## config.mk

```make
export PLATFORM = sky130hd
export DESIGN_NAME = scpad_backend_top
export DESIGN_NICKNAME = d
export VERILOG_FILES = /design/src/scpad_pkg.sv /design/src/sram_write_request_queue.sv /design/src/frontend_access_port.sv /design/src/scpad_arbiter.sv /design/src/scpad_sram.sv /design/src/scpad_backend_top.sv
export SDC_FILE = /design/constraint.sdc
export NUM_CORES = 2
export LEC_CHECK = 0
export ABC_AREA = 1
export ABC_CLOCK_PERIOD_IN_PS = 12400
export BUFFER_PORTS_ARGS = -buffer_cell sky130_fd_sc_hd__buf_2
export CORE_MARGIN = 2
export CORE_UTILIZATION = 55
export DETAILED_ROUTE_END_ITERATION = 10
export GPL_ROUTABILITY_DRIVEN = 1
export HOLD_SLACK_MARGIN = 0.08
export PLACE_DENSITY = 0.72
export SLEW_MARGIN = 25
export SYNTH_ARGS = -nofsm -noshare
export SYNTH_HDL_FRONTEND = slang
export SYNTH_SLANG_ARGS = --single-unit
export TNS_END_PERCENT = 30
```

## constraint.sdc

```tcl
create_clock -name clk -period 12.4 [get_ports clk]
set_clock_uncertainty 0.2 [all_clocks]
set_input_delay 1.24 -clock clk [delete_from_list [all_inputs] [get_ports clk]]
set_output_delay 1.24 -clock clk [all_outputs]
set_load 0.02 [all_outputs]
```

## src/scpad_pkg.sv

```systemverilog
package scpad_pkg;

    // geometry of the scratchpad
    // four banks, one per lane of a word
    localparam int NUM_BANKS     = 4;
    localparam int LANE_W        = 16;
    localparam int ROWS          = 16;
    localparam int ROW_W         = $clog2(ROWS);
    localparam int SHIFT_W       = $clog2(NUM_BANKS);

    // dram ids, one queue slot per id
    localparam int DRAM_ID_WIDTH = 3;
    localparam int NUM_IDS       = 1 << DRAM_ID_WIDTH;

    typedef logic [ROW_W-1:0]   row_addr_t;
    typedef logic [SHIFT_W-1:0] lane_shift_t;

    // crossbar descriptor: base row plus lane rotation
    typedef struct packed {
        row_addr_t   row;
        lane_shift_t shift;
    } xbar_desc_t;

    // one word is four 16-bit lanes, lane 0 in the low bits
    typedef logic [NUM_BANKS-1:0][LANE_W-1:0] scpad_data_t;

    typedef enum logic {
        LAYOUT_ROW,
        LAYOUT_COL
    } layout_e;

    // backend write request, oldest completion from the queue
    typedef struct packed {
        logic        valid;
        layout_e     row_or_col;
        xbar_desc_t  xbar;
        scpad_data_t wdata;
    } sram_write_req_t;

    // single sram access, read or write
    typedef struct packed {
        logic        write;
        layout_e     row_or_col;
        xbar_desc_t  xbar;
        scpad_data_t wdata;
    } sram_access_t;

    typedef enum logic [1:0] {
        PORT_IDLE,
        PORT_WAIT_GRANT,
        PORT_WAIT_READ
    } port_state_e;

    typedef enum logic {
        REQ_BACKEND,
        REQ_FRONTEND
    } requester_e;

endpackage

```

## src/sram_write_request_queue.sv

```systemverilog
module sram_write_request_queue (
    input  logic                                 clk,
    input  logic                                 n_rst,
    input  logic                                 dr_complete,
    input  logic [scpad_pkg::DRAM_ID_WIDTH-1:0]  dram_data_id,
    input  scpad_pkg::layout_e                   dr_row_or_col,
    input  scpad_pkg::xbar_desc_t                dr_xbar,
    input  scpad_pkg::scpad_data_t               dr_rdata,
    input  logic                                 be_accept,
    output scpad_pkg::sram_write_req_t           sram_write_req,
    output logic                                 sram_write_queue_full
);
    import scpad_pkg::*;

    // per-id slots, indexed directly by dram_data_id
    logic [NUM_IDS-1:0] slot_valid;
    layout_e            slot_layout [NUM_IDS];
    xbar_desc_t         slot_xbar   [NUM_IDS];
    scpad_data_t        slot_data   [NUM_IDS];

    // ring of ids in completion order
    logic [DRAM_ID_WIDTH-1:0] ring [NUM_IDS];
    logic [DRAM_ID_WIDTH-1:0] head;
    logic [DRAM_ID_WIDTH-1:0] tail;
    // one extra bit so eight held entries can be told from empty
    logic [DRAM_ID_WIDTH:0]   count;

    logic [DRAM_ID_WIDTH-1:0] head_id;
    logic                     push;
    logic                     pop;

    assign sram_write_queue_full = (count == (DRAM_ID_WIDTH+1)'(NUM_IDS));

    // a completion while full is dropped here
    assign push = dr_complete & ~sram_write_queue_full;
    // accept only retires a real request
    assign pop  = be_accept & sram_write_req.valid;

    // oldest id selects the slot presented to the arbiter
    always_comb begin
        head_id                   = ring[head];
        sram_write_req.valid      = (count != '0) & slot_valid[head_id];
        sram_write_req.row_or_col = slot_layout[head_id];
        sram_write_req.xbar       = slot_xbar[head_id];
        sram_write_req.wdata      = slot_data[head_id];
    end

    // control state: ring pointers, occupancy and slot valids
    always_ff @(posedge clk, negedge n_rst) begin
        if (!n_rst) begin
            head       <= '0;
            tail       <= '0;
            count      <= '0;
            slot_valid <= '0;
        end else begin
            if (pop) begin
                head                <= head + 1'b1;
                slot_valid[head_id] <= 1'b0;
            end
            // set after clear, a refill of the draining id must survive
            if (push) begin
                tail                     <= tail + 1'b1;
                slot_valid[dram_data_id] <= 1'b1;
            end
            case ({push, pop})
                2'b10:   count <= count + 1'b1;
                2'b01:   count <= count - 1'b1;
                default: count <= count;
            endcase
        end
    end

    // payload: latched slot contents and the id ring entries
    always_ff @(posedge clk) begin
        if (push) begin
            slot_layout[dram_data_id] <= dr_row_or_col;
            slot_xbar[dram_data_id]   <= dr_xbar;
            slot_data[dram_data_id]   <= dr_rdata;
            ring[tail]                <= dram_data_id;
        end
    end

endmodule

```

## src/frontend_access_port.sv

```systemverilog
module frontend_access_port (
    input  logic                   clk,
    input  logic                   n_rst,
    input  logic                   fe_req,
    input  logic                   fe_write,
    input  scpad_pkg::layout_e     fe_row_or_col,
    input  scpad_pkg::xbar_desc_t  fe_xbar,
    input  scpad_pkg::scpad_data_t fe_wdata,
    input  logic                   fe_grant,
    input  scpad_pkg::scpad_data_t rd_data,
    output scpad_pkg::sram_access_t fe_access,
    output logic                   fe_pending,
    output logic                   fe_busy,
    output logic                   fe_done,
    output scpad_pkg::scpad_data_t fe_rdata
);
    import scpad_pkg::*;

    port_state_e  state;
    port_state_e  next_state;
    sram_access_t pending;
    logic         done_next;

    // held request goes straight to the arbiter
    assign fe_access  = pending;
    assign fe_pending = (state == PORT_WAIT_GRANT);
    assign fe_busy    = (state != PORT_IDLE);

    always_comb begin
        next_state = state;
        done_next  = 1'b0;
        case (state)
            PORT_IDLE: begin
                if (fe_req) begin
                    next_state = PORT_WAIT_GRANT;
                end
            end
            PORT_WAIT_GRANT: begin
                if (fe_grant) begin
                    // write lands at this edge, read data shows next cycle
                    if (pending.write) begin
                        next_state = PORT_IDLE;
                        done_next  = 1'b1;
                    end else begin
                        next_state = PORT_WAIT_READ;
                    end
                end
            end
            PORT_WAIT_READ: begin
                // rd_data valid now, capture it with done
                next_state = PORT_IDLE;
                done_next  = 1'b1;
            end
            default: next_state = PORT_IDLE;
        endcase
    end

    always_ff @(posedge clk, negedge n_rst) begin
        if (!n_rst) begin
            state   <= PORT_IDLE;
            fe_done <= 1'b0;
        end else begin
            state   <= next_state;
            fe_done <= done_next;
        end
    end

    // request capture and read return
    always_ff @(posedge clk) begin
        if (state == PORT_IDLE && fe_req) begin
            pending.write      <= fe_write;
            pending.row_or_col <= fe_row_or_col;
            pending.xbar       <= fe_xbar;
            pending.wdata      <= fe_wdata;
        end
        if (state == PORT_WAIT_READ) begin
            fe_rdata <= rd_data;
        end
    end

endmodule

```

## src/scpad_arbiter.sv

```systemverilog
module scpad_arbiter (
    input  logic                       clk,
    input  logic                       n_rst,
    input  scpad_pkg::sram_write_req_t sram_write_req,
    input  scpad_pkg::sram_access_t    fe_access,
    input  logic                       fe_pending,
    output logic                       be_accept,
    output logic                       fe_grant,
    output scpad_pkg::sram_access_t    sram_access,
    output logic                       sram_en
);
    import scpad_pkg::*;

    requester_e   last_grant;
    sram_access_t be_access;
    logic         be_want;

    assign be_want = sram_write_req.valid;

    // round robin on contention, otherwise whoever asks
    always_comb begin
        be_accept = 1'b0;
        fe_grant  = 1'b0;
        if (be_want && fe_pending) begin
            if (last_grant == REQ_BACKEND) begin
                fe_grant = 1'b1;
            end else begin
                be_accept = 1'b1;
            end
        end else begin
            be_accept = be_want;
            fe_grant  = fe_pending;
        end
    end

    // backend requests are always writes
    always_comb begin
        be_access.write      = 1'b1;
        be_access.row_or_col = sram_write_req.row_or_col;
        be_access.xbar       = sram_write_req.xbar;
        be_access.wdata      = sram_write_req.wdata;
    end

    assign sram_access = fe_grant ? fe_access : be_access;
    assign sram_en     = be_accept | fe_grant;

    // frontend as last winner lets the backend take the first tie
    always_ff @(posedge clk, negedge n_rst) begin
        if (!n_rst) begin
            last_grant <= REQ_FRONTEND;
        end else if (fe_grant) begin
            last_grant <= REQ_FRONTEND;
        end else if (be_accept) begin
            last_grant <= REQ_BACKEND;
        end
    end

endmodule

```

## src/scpad_sram.sv

```systemverilog
module scpad_sram (
    input  logic                    clk,
    input  logic                    sram_en,
    input  scpad_pkg::sram_access_t sram_access,
    output scpad_pkg::scpad_data_t  rd_data
);
    import scpad_pkg::*;

    // per-bank read data before the lanes are rotated back
    scpad_data_t bank_rdata;
    logic        wr_en;
    logic        rd_en;

    assign wr_en = sram_en & sram_access.write;
    assign rd_en = sram_en & ~sram_access.write;

    for (genvar b = 0; b < NUM_BANKS; b++) begin : g_bank
        logic [LANE_W-1:0] mem [ROWS];
        lane_shift_t       lane;
        row_addr_t         addr;

        // lane i lives in bank i + shift, so this bank holds lane b - shift
        assign lane = lane_shift_t'(b) - sram_access.xbar.shift;

        // column mode skews each lane one row further, wrapping at ROWS
        always_comb begin
            addr = sram_access.xbar.row;
            if (sram_access.row_or_col == LAYOUT_COL) begin
                addr = sram_access.xbar.row + row_addr_t'(lane);
            end
        end

        always_ff @(posedge clk) begin
            if (wr_en) begin
                mem[addr] <= sram_access.wdata[lane];
            end
        end

        assign bank_rdata[b] = mem[addr];
    end

    // gather with the write mapping so lane i returns what lane i wrote
    always_ff @(posedge clk) begin
        if (rd_en) begin
            for (int i = 0; i < NUM_BANKS; i++) begin
                rd_data[i] <= bank_rdata[lane_shift_t'(i) + sram_access.xbar.shift];
            end
        end
    end

endmodule

```

## src/scpad_backend_top.sv

```systemverilog
module scpad_backend_top (
    input  logic                                clk,
    input  logic                                n_rst,
    // dram completion side
    input  logic                                dr_complete,
    input  logic [scpad_pkg::DRAM_ID_WIDTH-1:0] dram_data_id,
    input  scpad_pkg::layout_e                  dr_row_or_col,
    input  scpad_pkg::xbar_desc_t               dr_xbar,
    input  scpad_pkg::scpad_data_t              dr_rdata,
    output logic                                sram_write_queue_full,
    // compute side
    input  logic                                fe_req,
    input  logic                                fe_write,
    input  scpad_pkg::layout_e                  fe_row_or_col,
    input  scpad_pkg::xbar_desc_t               fe_xbar,
    input  scpad_pkg::scpad_data_t              fe_wdata,
    output logic                                fe_busy,
    output logic                                fe_done,
    output scpad_pkg::scpad_data_t              fe_rdata
);
    import scpad_pkg::*;

    sram_write_req_t sram_write_req;
    sram_access_t    fe_access;
    sram_access_t    sram_access;
    scpad_data_t     rd_data;
    logic            fe_pending;
    logic            be_accept;
    logic            fe_grant;
    logic            sram_en;

    sram_write_request_queue u_queue (
        .clk                   (clk),
        .n_rst                 (n_rst),
        .dr_complete           (dr_complete),
        .dram_data_id          (dram_data_id),
        .dr_row_or_col         (dr_row_or_col),
        .dr_xbar               (dr_xbar),
        .dr_rdata              (dr_rdata),
        .be_accept             (be_accept),
        .sram_write_req        (sram_write_req),
        .sram_write_queue_full (sram_write_queue_full)
    );

    frontend_access_port u_port (
        .clk           (clk),
        .n_rst         (n_rst),
        .fe_req        (fe_req),
        .fe_write      (fe_write),
        .fe_row_or_col (fe_row_or_col),
        .fe_xbar       (fe_xbar),
        .fe_wdata      (fe_wdata),
        .fe_grant      (fe_grant),
        .rd_data       (rd_data),
        .fe_access     (fe_access),
        .fe_pending    (fe_pending),
        .fe_busy       (fe_busy),
        .fe_done       (fe_done),
        .fe_rdata      (fe_rdata)
    );

    // queue and port are peers behind one arbiter
    scpad_arbiter u_arb (
        .clk            (clk),
        .n_rst          (n_rst),
        .sram_write_req (sram_write_req),
        .fe_access      (fe_access),
        .fe_pending     (fe_pending),
        .be_accept      (be_accept),
        .fe_grant       (fe_grant),
        .sram_access    (sram_access),
        .sram_en        (sram_en)
    );

    scpad_sram u_sram (
        .clk         (clk),
        .sram_en     (sram_en),
        .sram_access (sram_access),
        .rd_data     (rd_data)
    );

endmodule

```

==> results.sh <==
export IMPL_status="finished, final reports clean"
export IMPL_place_area_mm2=0.0793
export IMPL_yosys_area_top_type="edfxtp_1"
export IMPL_netlist_cell_type_count=48
export IMPL_drc_errors=0
export IMPL_die_w_um=376
export IMPL_required_ns=12.62
export IMPL_syn_area_per_cell_um2=11.5
export IMPL_drv_cap=0
export IMPL_place_congestion=0.952
export IMPL_synth_top_flop_cell="edfxtp_1"
export IMPL_endpoint="u_sram.g_bank[0].mem[15][9]$_DFFE_PP_"
export IMPL_syn_cell_area_mm2=0.0762
export IMPL_clock_latency_ns=0.82
export IMPL_routed_via_count=51657
export IMPL_synthTopCellsByArea="edfxtp_1 (72%), nand2_1 (14%), nand3_1 (4.3%)"
export IMPL_ant_nets=0
export IMPL_timing_rr_end="u_sram.g_bank[0].mem[15][9]$_DFFE_PP_"
export IMPL_whs_ns=0.216
export IMPL_hold_violations=0
export IMPL_start_util=0.554
export IMPL_finalMaxSlewViolations=0
export IMPL_htreeDepth=4
export IMPL_antenna_found_initial=26
export IMPL_yosysSeqAreaShare=0.723
export IMPL_firstDrtPassIters=9
export IMPL_port_buffers=216
export IMPL_clockRootBuffer="clkbuf_16"
export IMPL_drt_iter0_markers=6552
export IMPL_cts_sinks=1838
export IMPL_drt_vias_per_instance=5.89
export IMPL_hold_path_class="input pin to async pin"
export IMPL_tns_ns=0
export IMPL_fin_crit_ns=8.56
export IMPL_core_area_mm2=0.137
export IMPL_r2r_slack_ns=3.84
export IMPL_yosys_warnings=0
export IMPL_routed_wl_mm=206
export IMPL_path_class="flip-flop to flip-flop"
export IMPL_ys_seq_elements=1838
export IMPL_reg2reg_depth=21
export IMPL_design_area_mm2=0.0853
export IMPL_grt_pass1_wl_mm=303
export IMPL_dpl_hpwl_mm=122
export IMPL_arrival_ns=8.78
export IMPL_setup_violations_final=0
export IMPL_cts_buffers=180
export IMPL_drive_gt1_frac=0.111
export IMPL_grt_pass1_vias=48817
export IMPL_overflow=0
export IMPL_slew_headroom=0.217
export IMPL_cts_tree="built"
export IMPL_grt_max_degree=205
export IMPL_wl_per_cell_um=23.5
export IMPL_syn_inst=6639
export IMPL_die_y_um=376
export IMPL_n_fill_cell=10295
export IMPL_grt_setup_unrepaired="false"
export IMPL_cts_resized=0
export IMPL_synth_edf_count=1816
export IMPL_tightestPinTransition_ns=1.16
export IMPL_syn_nets=6808
export IMPL_cp_max_fo=70
export IMPL_synth_top_cell_area_share=0.716
export IMPL_clock_path_buffers=3
export IMPL_syn2layout_area_growth_pct=12.0
export IMPL_holdBufCountCts=0
export IMPL_cts_setup_buffers=0
export IMPL_cp_start_kind="flip-flop"
export IMPL_cp_end_kind="flip-flop"
export IMPL_fin_crit_sh=0.691
export IMPL_num_rows=136
export IMPL_r2r_start="u_queue.head[0]$_DFFE_PN0N_"
export IMPL_fin_nets=6989
export IMPL_crit_path_start="u_queue.head[0]$_DFFE_PN0N_"
export IMPL_async_flop_share=0.0120
export IMPL_clock_fmax_ghz=0.117
export IMPL_path_clk_slew_ns=0.06
export IMPL_die_area_mm2=0.141
export IMPL_grt_usage=0.288
export IMPL_ios=217
==> layout by cell type (no fill, tap or decap), types with 13 or more instances in the layout <==
| master | instances |
|---|---|
| a22oi_1 | 23 |
| buf_2 | 216 |
| dfrtp_1 | 21 |
| a41oi_1 | 17 |
| clkinv_1 | 35 |
| clkbuf_16 | 182 |
| buf_4 | 147 |
| clkbuf_1 | 34 |
| inv_1 | 99 |
| nor2_1 | 168 |
| nor2_2 | 41 |
| edfxtp_1 | 1816 |
| o21ai_0 | 133 |
| o21ai_2 | 18 |
| ha_1 | 13 |
| nand2_1 | 2868 |
| a22o_1 | 50 |
| bufinv_16 | 22 |
| nand2_2 | 20 |
| nand3_1 | 660 |
| a221oi_1 | 87 |
| nor2_4 | 19 |
| clkinv_2 | 32 |
| inv_2 | 26 |
| o21ai_1 | 30 |
| a21oi_1 | 33 |
| nand4_1 | 27 |
| a31oi_1 | 26 |
==> state kept, by name, indices dropped and copies added, names as in the netlist <==
register / count
u_queue.slot_xbar: 48
u_queue.slot_valid: 8
u_queue.head: 3
u_arb.last_grant: 1
u_queue.count: 4
u_queue.ring: 24
u_sram.rd_data: 64
u_port.fe_access: 72
u_port.fe_done: 1
u_port.fe_rdata: 64
u_queue.slot_layout: 8
u_queue.tail: 3
u_sram.g_bank.mem: 1024
u_queue.slot_data: 512
u_port.state: 2
==> per-stage QoR <==
stage	worst slack, ns	util	std cells
6_report	3.84	0.621	8771
5_1_grt	3.22	0.621	8765
4_1_cts	3.88	0.620	8760
3_5_place_dp	3.93	0.577	8431
3_3_place_gp	3.89	0.576	8430
2_1_floorplan	6.97	-	6639
==> cell usage after synthesis, drive strengths merged (5+ instances only) <==
| cell | count |
|---|---|
| nand3 | 662 |
| a22oi | 23 |
| dfrtp | 21 |
| ha | 14 |
| nand2 | 2894 |
| xor2 | 6 |
| edfxtp | 1816 |
| a21oi | 33 |
| o22ai | 10 |
| o21ai | 186 |
| a31oi | 26 |
| a221oi | 87 |
| inv | 126 |
| clkbuf | 113 |
| a41oi | 17 |
| fa | 5 |
| nor2 | 228 |
| nand4 | 27 |
| a22o | 50 |
| mux2i | 10 |
| buf | 258 |
| a32o | 5 |
==> layout make-up <==
type | count | area [um^2] | area share
Timing Repair Buffer | 370 | 2320 | 0.0272
Multi-Input combinational cell | 4303 | 19200 | 0.225
Clock buffer | 218 | 4710 | 0.0552
Inverter | 127 | 480 | 0.00563
Antenna cell | 10 | 25.0 | 0.000293
Sequential cell | 1838 | 55100 | 0.645
Clock inverter | 111 | 1260 | 0.0147
Tap cell | 1794 | 2240 | 0.0263
==> metal layers <==
layer  track usage  up-vias  wire length (um)
li1              -    23415                 -
met4         0.120       32              8060
met2         0.460     2946             97700
met1         0.382    24811             77400
met5             0        -               210
met3        0.0671      453             22500
==> worst min-delay path by stage <==
stage	startpoint	endpoint	slack [ns]	depth (start not counted)
3_5_place_dp	u_sram.rd_data[13]$_DFFE_PP_	u_port.fe_rdata[13]$_DFFE_PP_	0.20	0
4_1_cts	n_rst	u_queue.count[1]$_DFFE_PN0P_	0.20	1
6_report	n_rst	u_queue.tail[1]$_DFFE_PN0P_	0.22	1
3_3_place_gp	u_sram.rd_data[44]$_DFFE_PP_	u_port.fe_rdata[44]$_DFFE_PP_	0.20	0
2_1_floorplan	u_sram.rd_data[0]$_DFFE_PP_	u_port.fe_rdata[0]$_DFFE_PP_	0.20	0
5_1_grt	n_rst	u_queue.tail[2]$_DFFE_PN0P_	0.22	1
==> cell families after synthesis <==
logic type | count (synthesis) | share of synthesized area
buffers and inverters | 498 | 0.0294
AOI/OAI and AO/OA | 451 | 0.0396
and+or+nand+nor | 3816 | 0.202
adders and majority gates | 19 | 0.00361
xor gates and xnor gates | 7 | 0.000805
DFF | 1838 | 0.723
muxes | 10 | 0.00131
==> worst max-delay path, stage by stage (launching register included) <==
cell and delay (ns):
dfrtp_1 0.52, inv_2 0.24, nand2_1 0.09, nand3_1 0.11, nand3_1 0.10, nand2_1 0.54, nand3_1 0.72, inv_2 0.65
a221oi_1 0.14, nand4_1 0.11, nand2_1 0.09, o21ai_4 0.09, buf_4 0.51, xor2_4 0.62, buf_4 0.52, inv_2 0.08
fa_1 0.56, nand2_1 0.08, nand2_2 0.07, buf_4 0.59, nand4_1 0.45, nor2_2 0.91
Power is left out: the tool's default activity adds up to more than one toggle a clock period on the data nets, which glitch-free logic cannot reach.
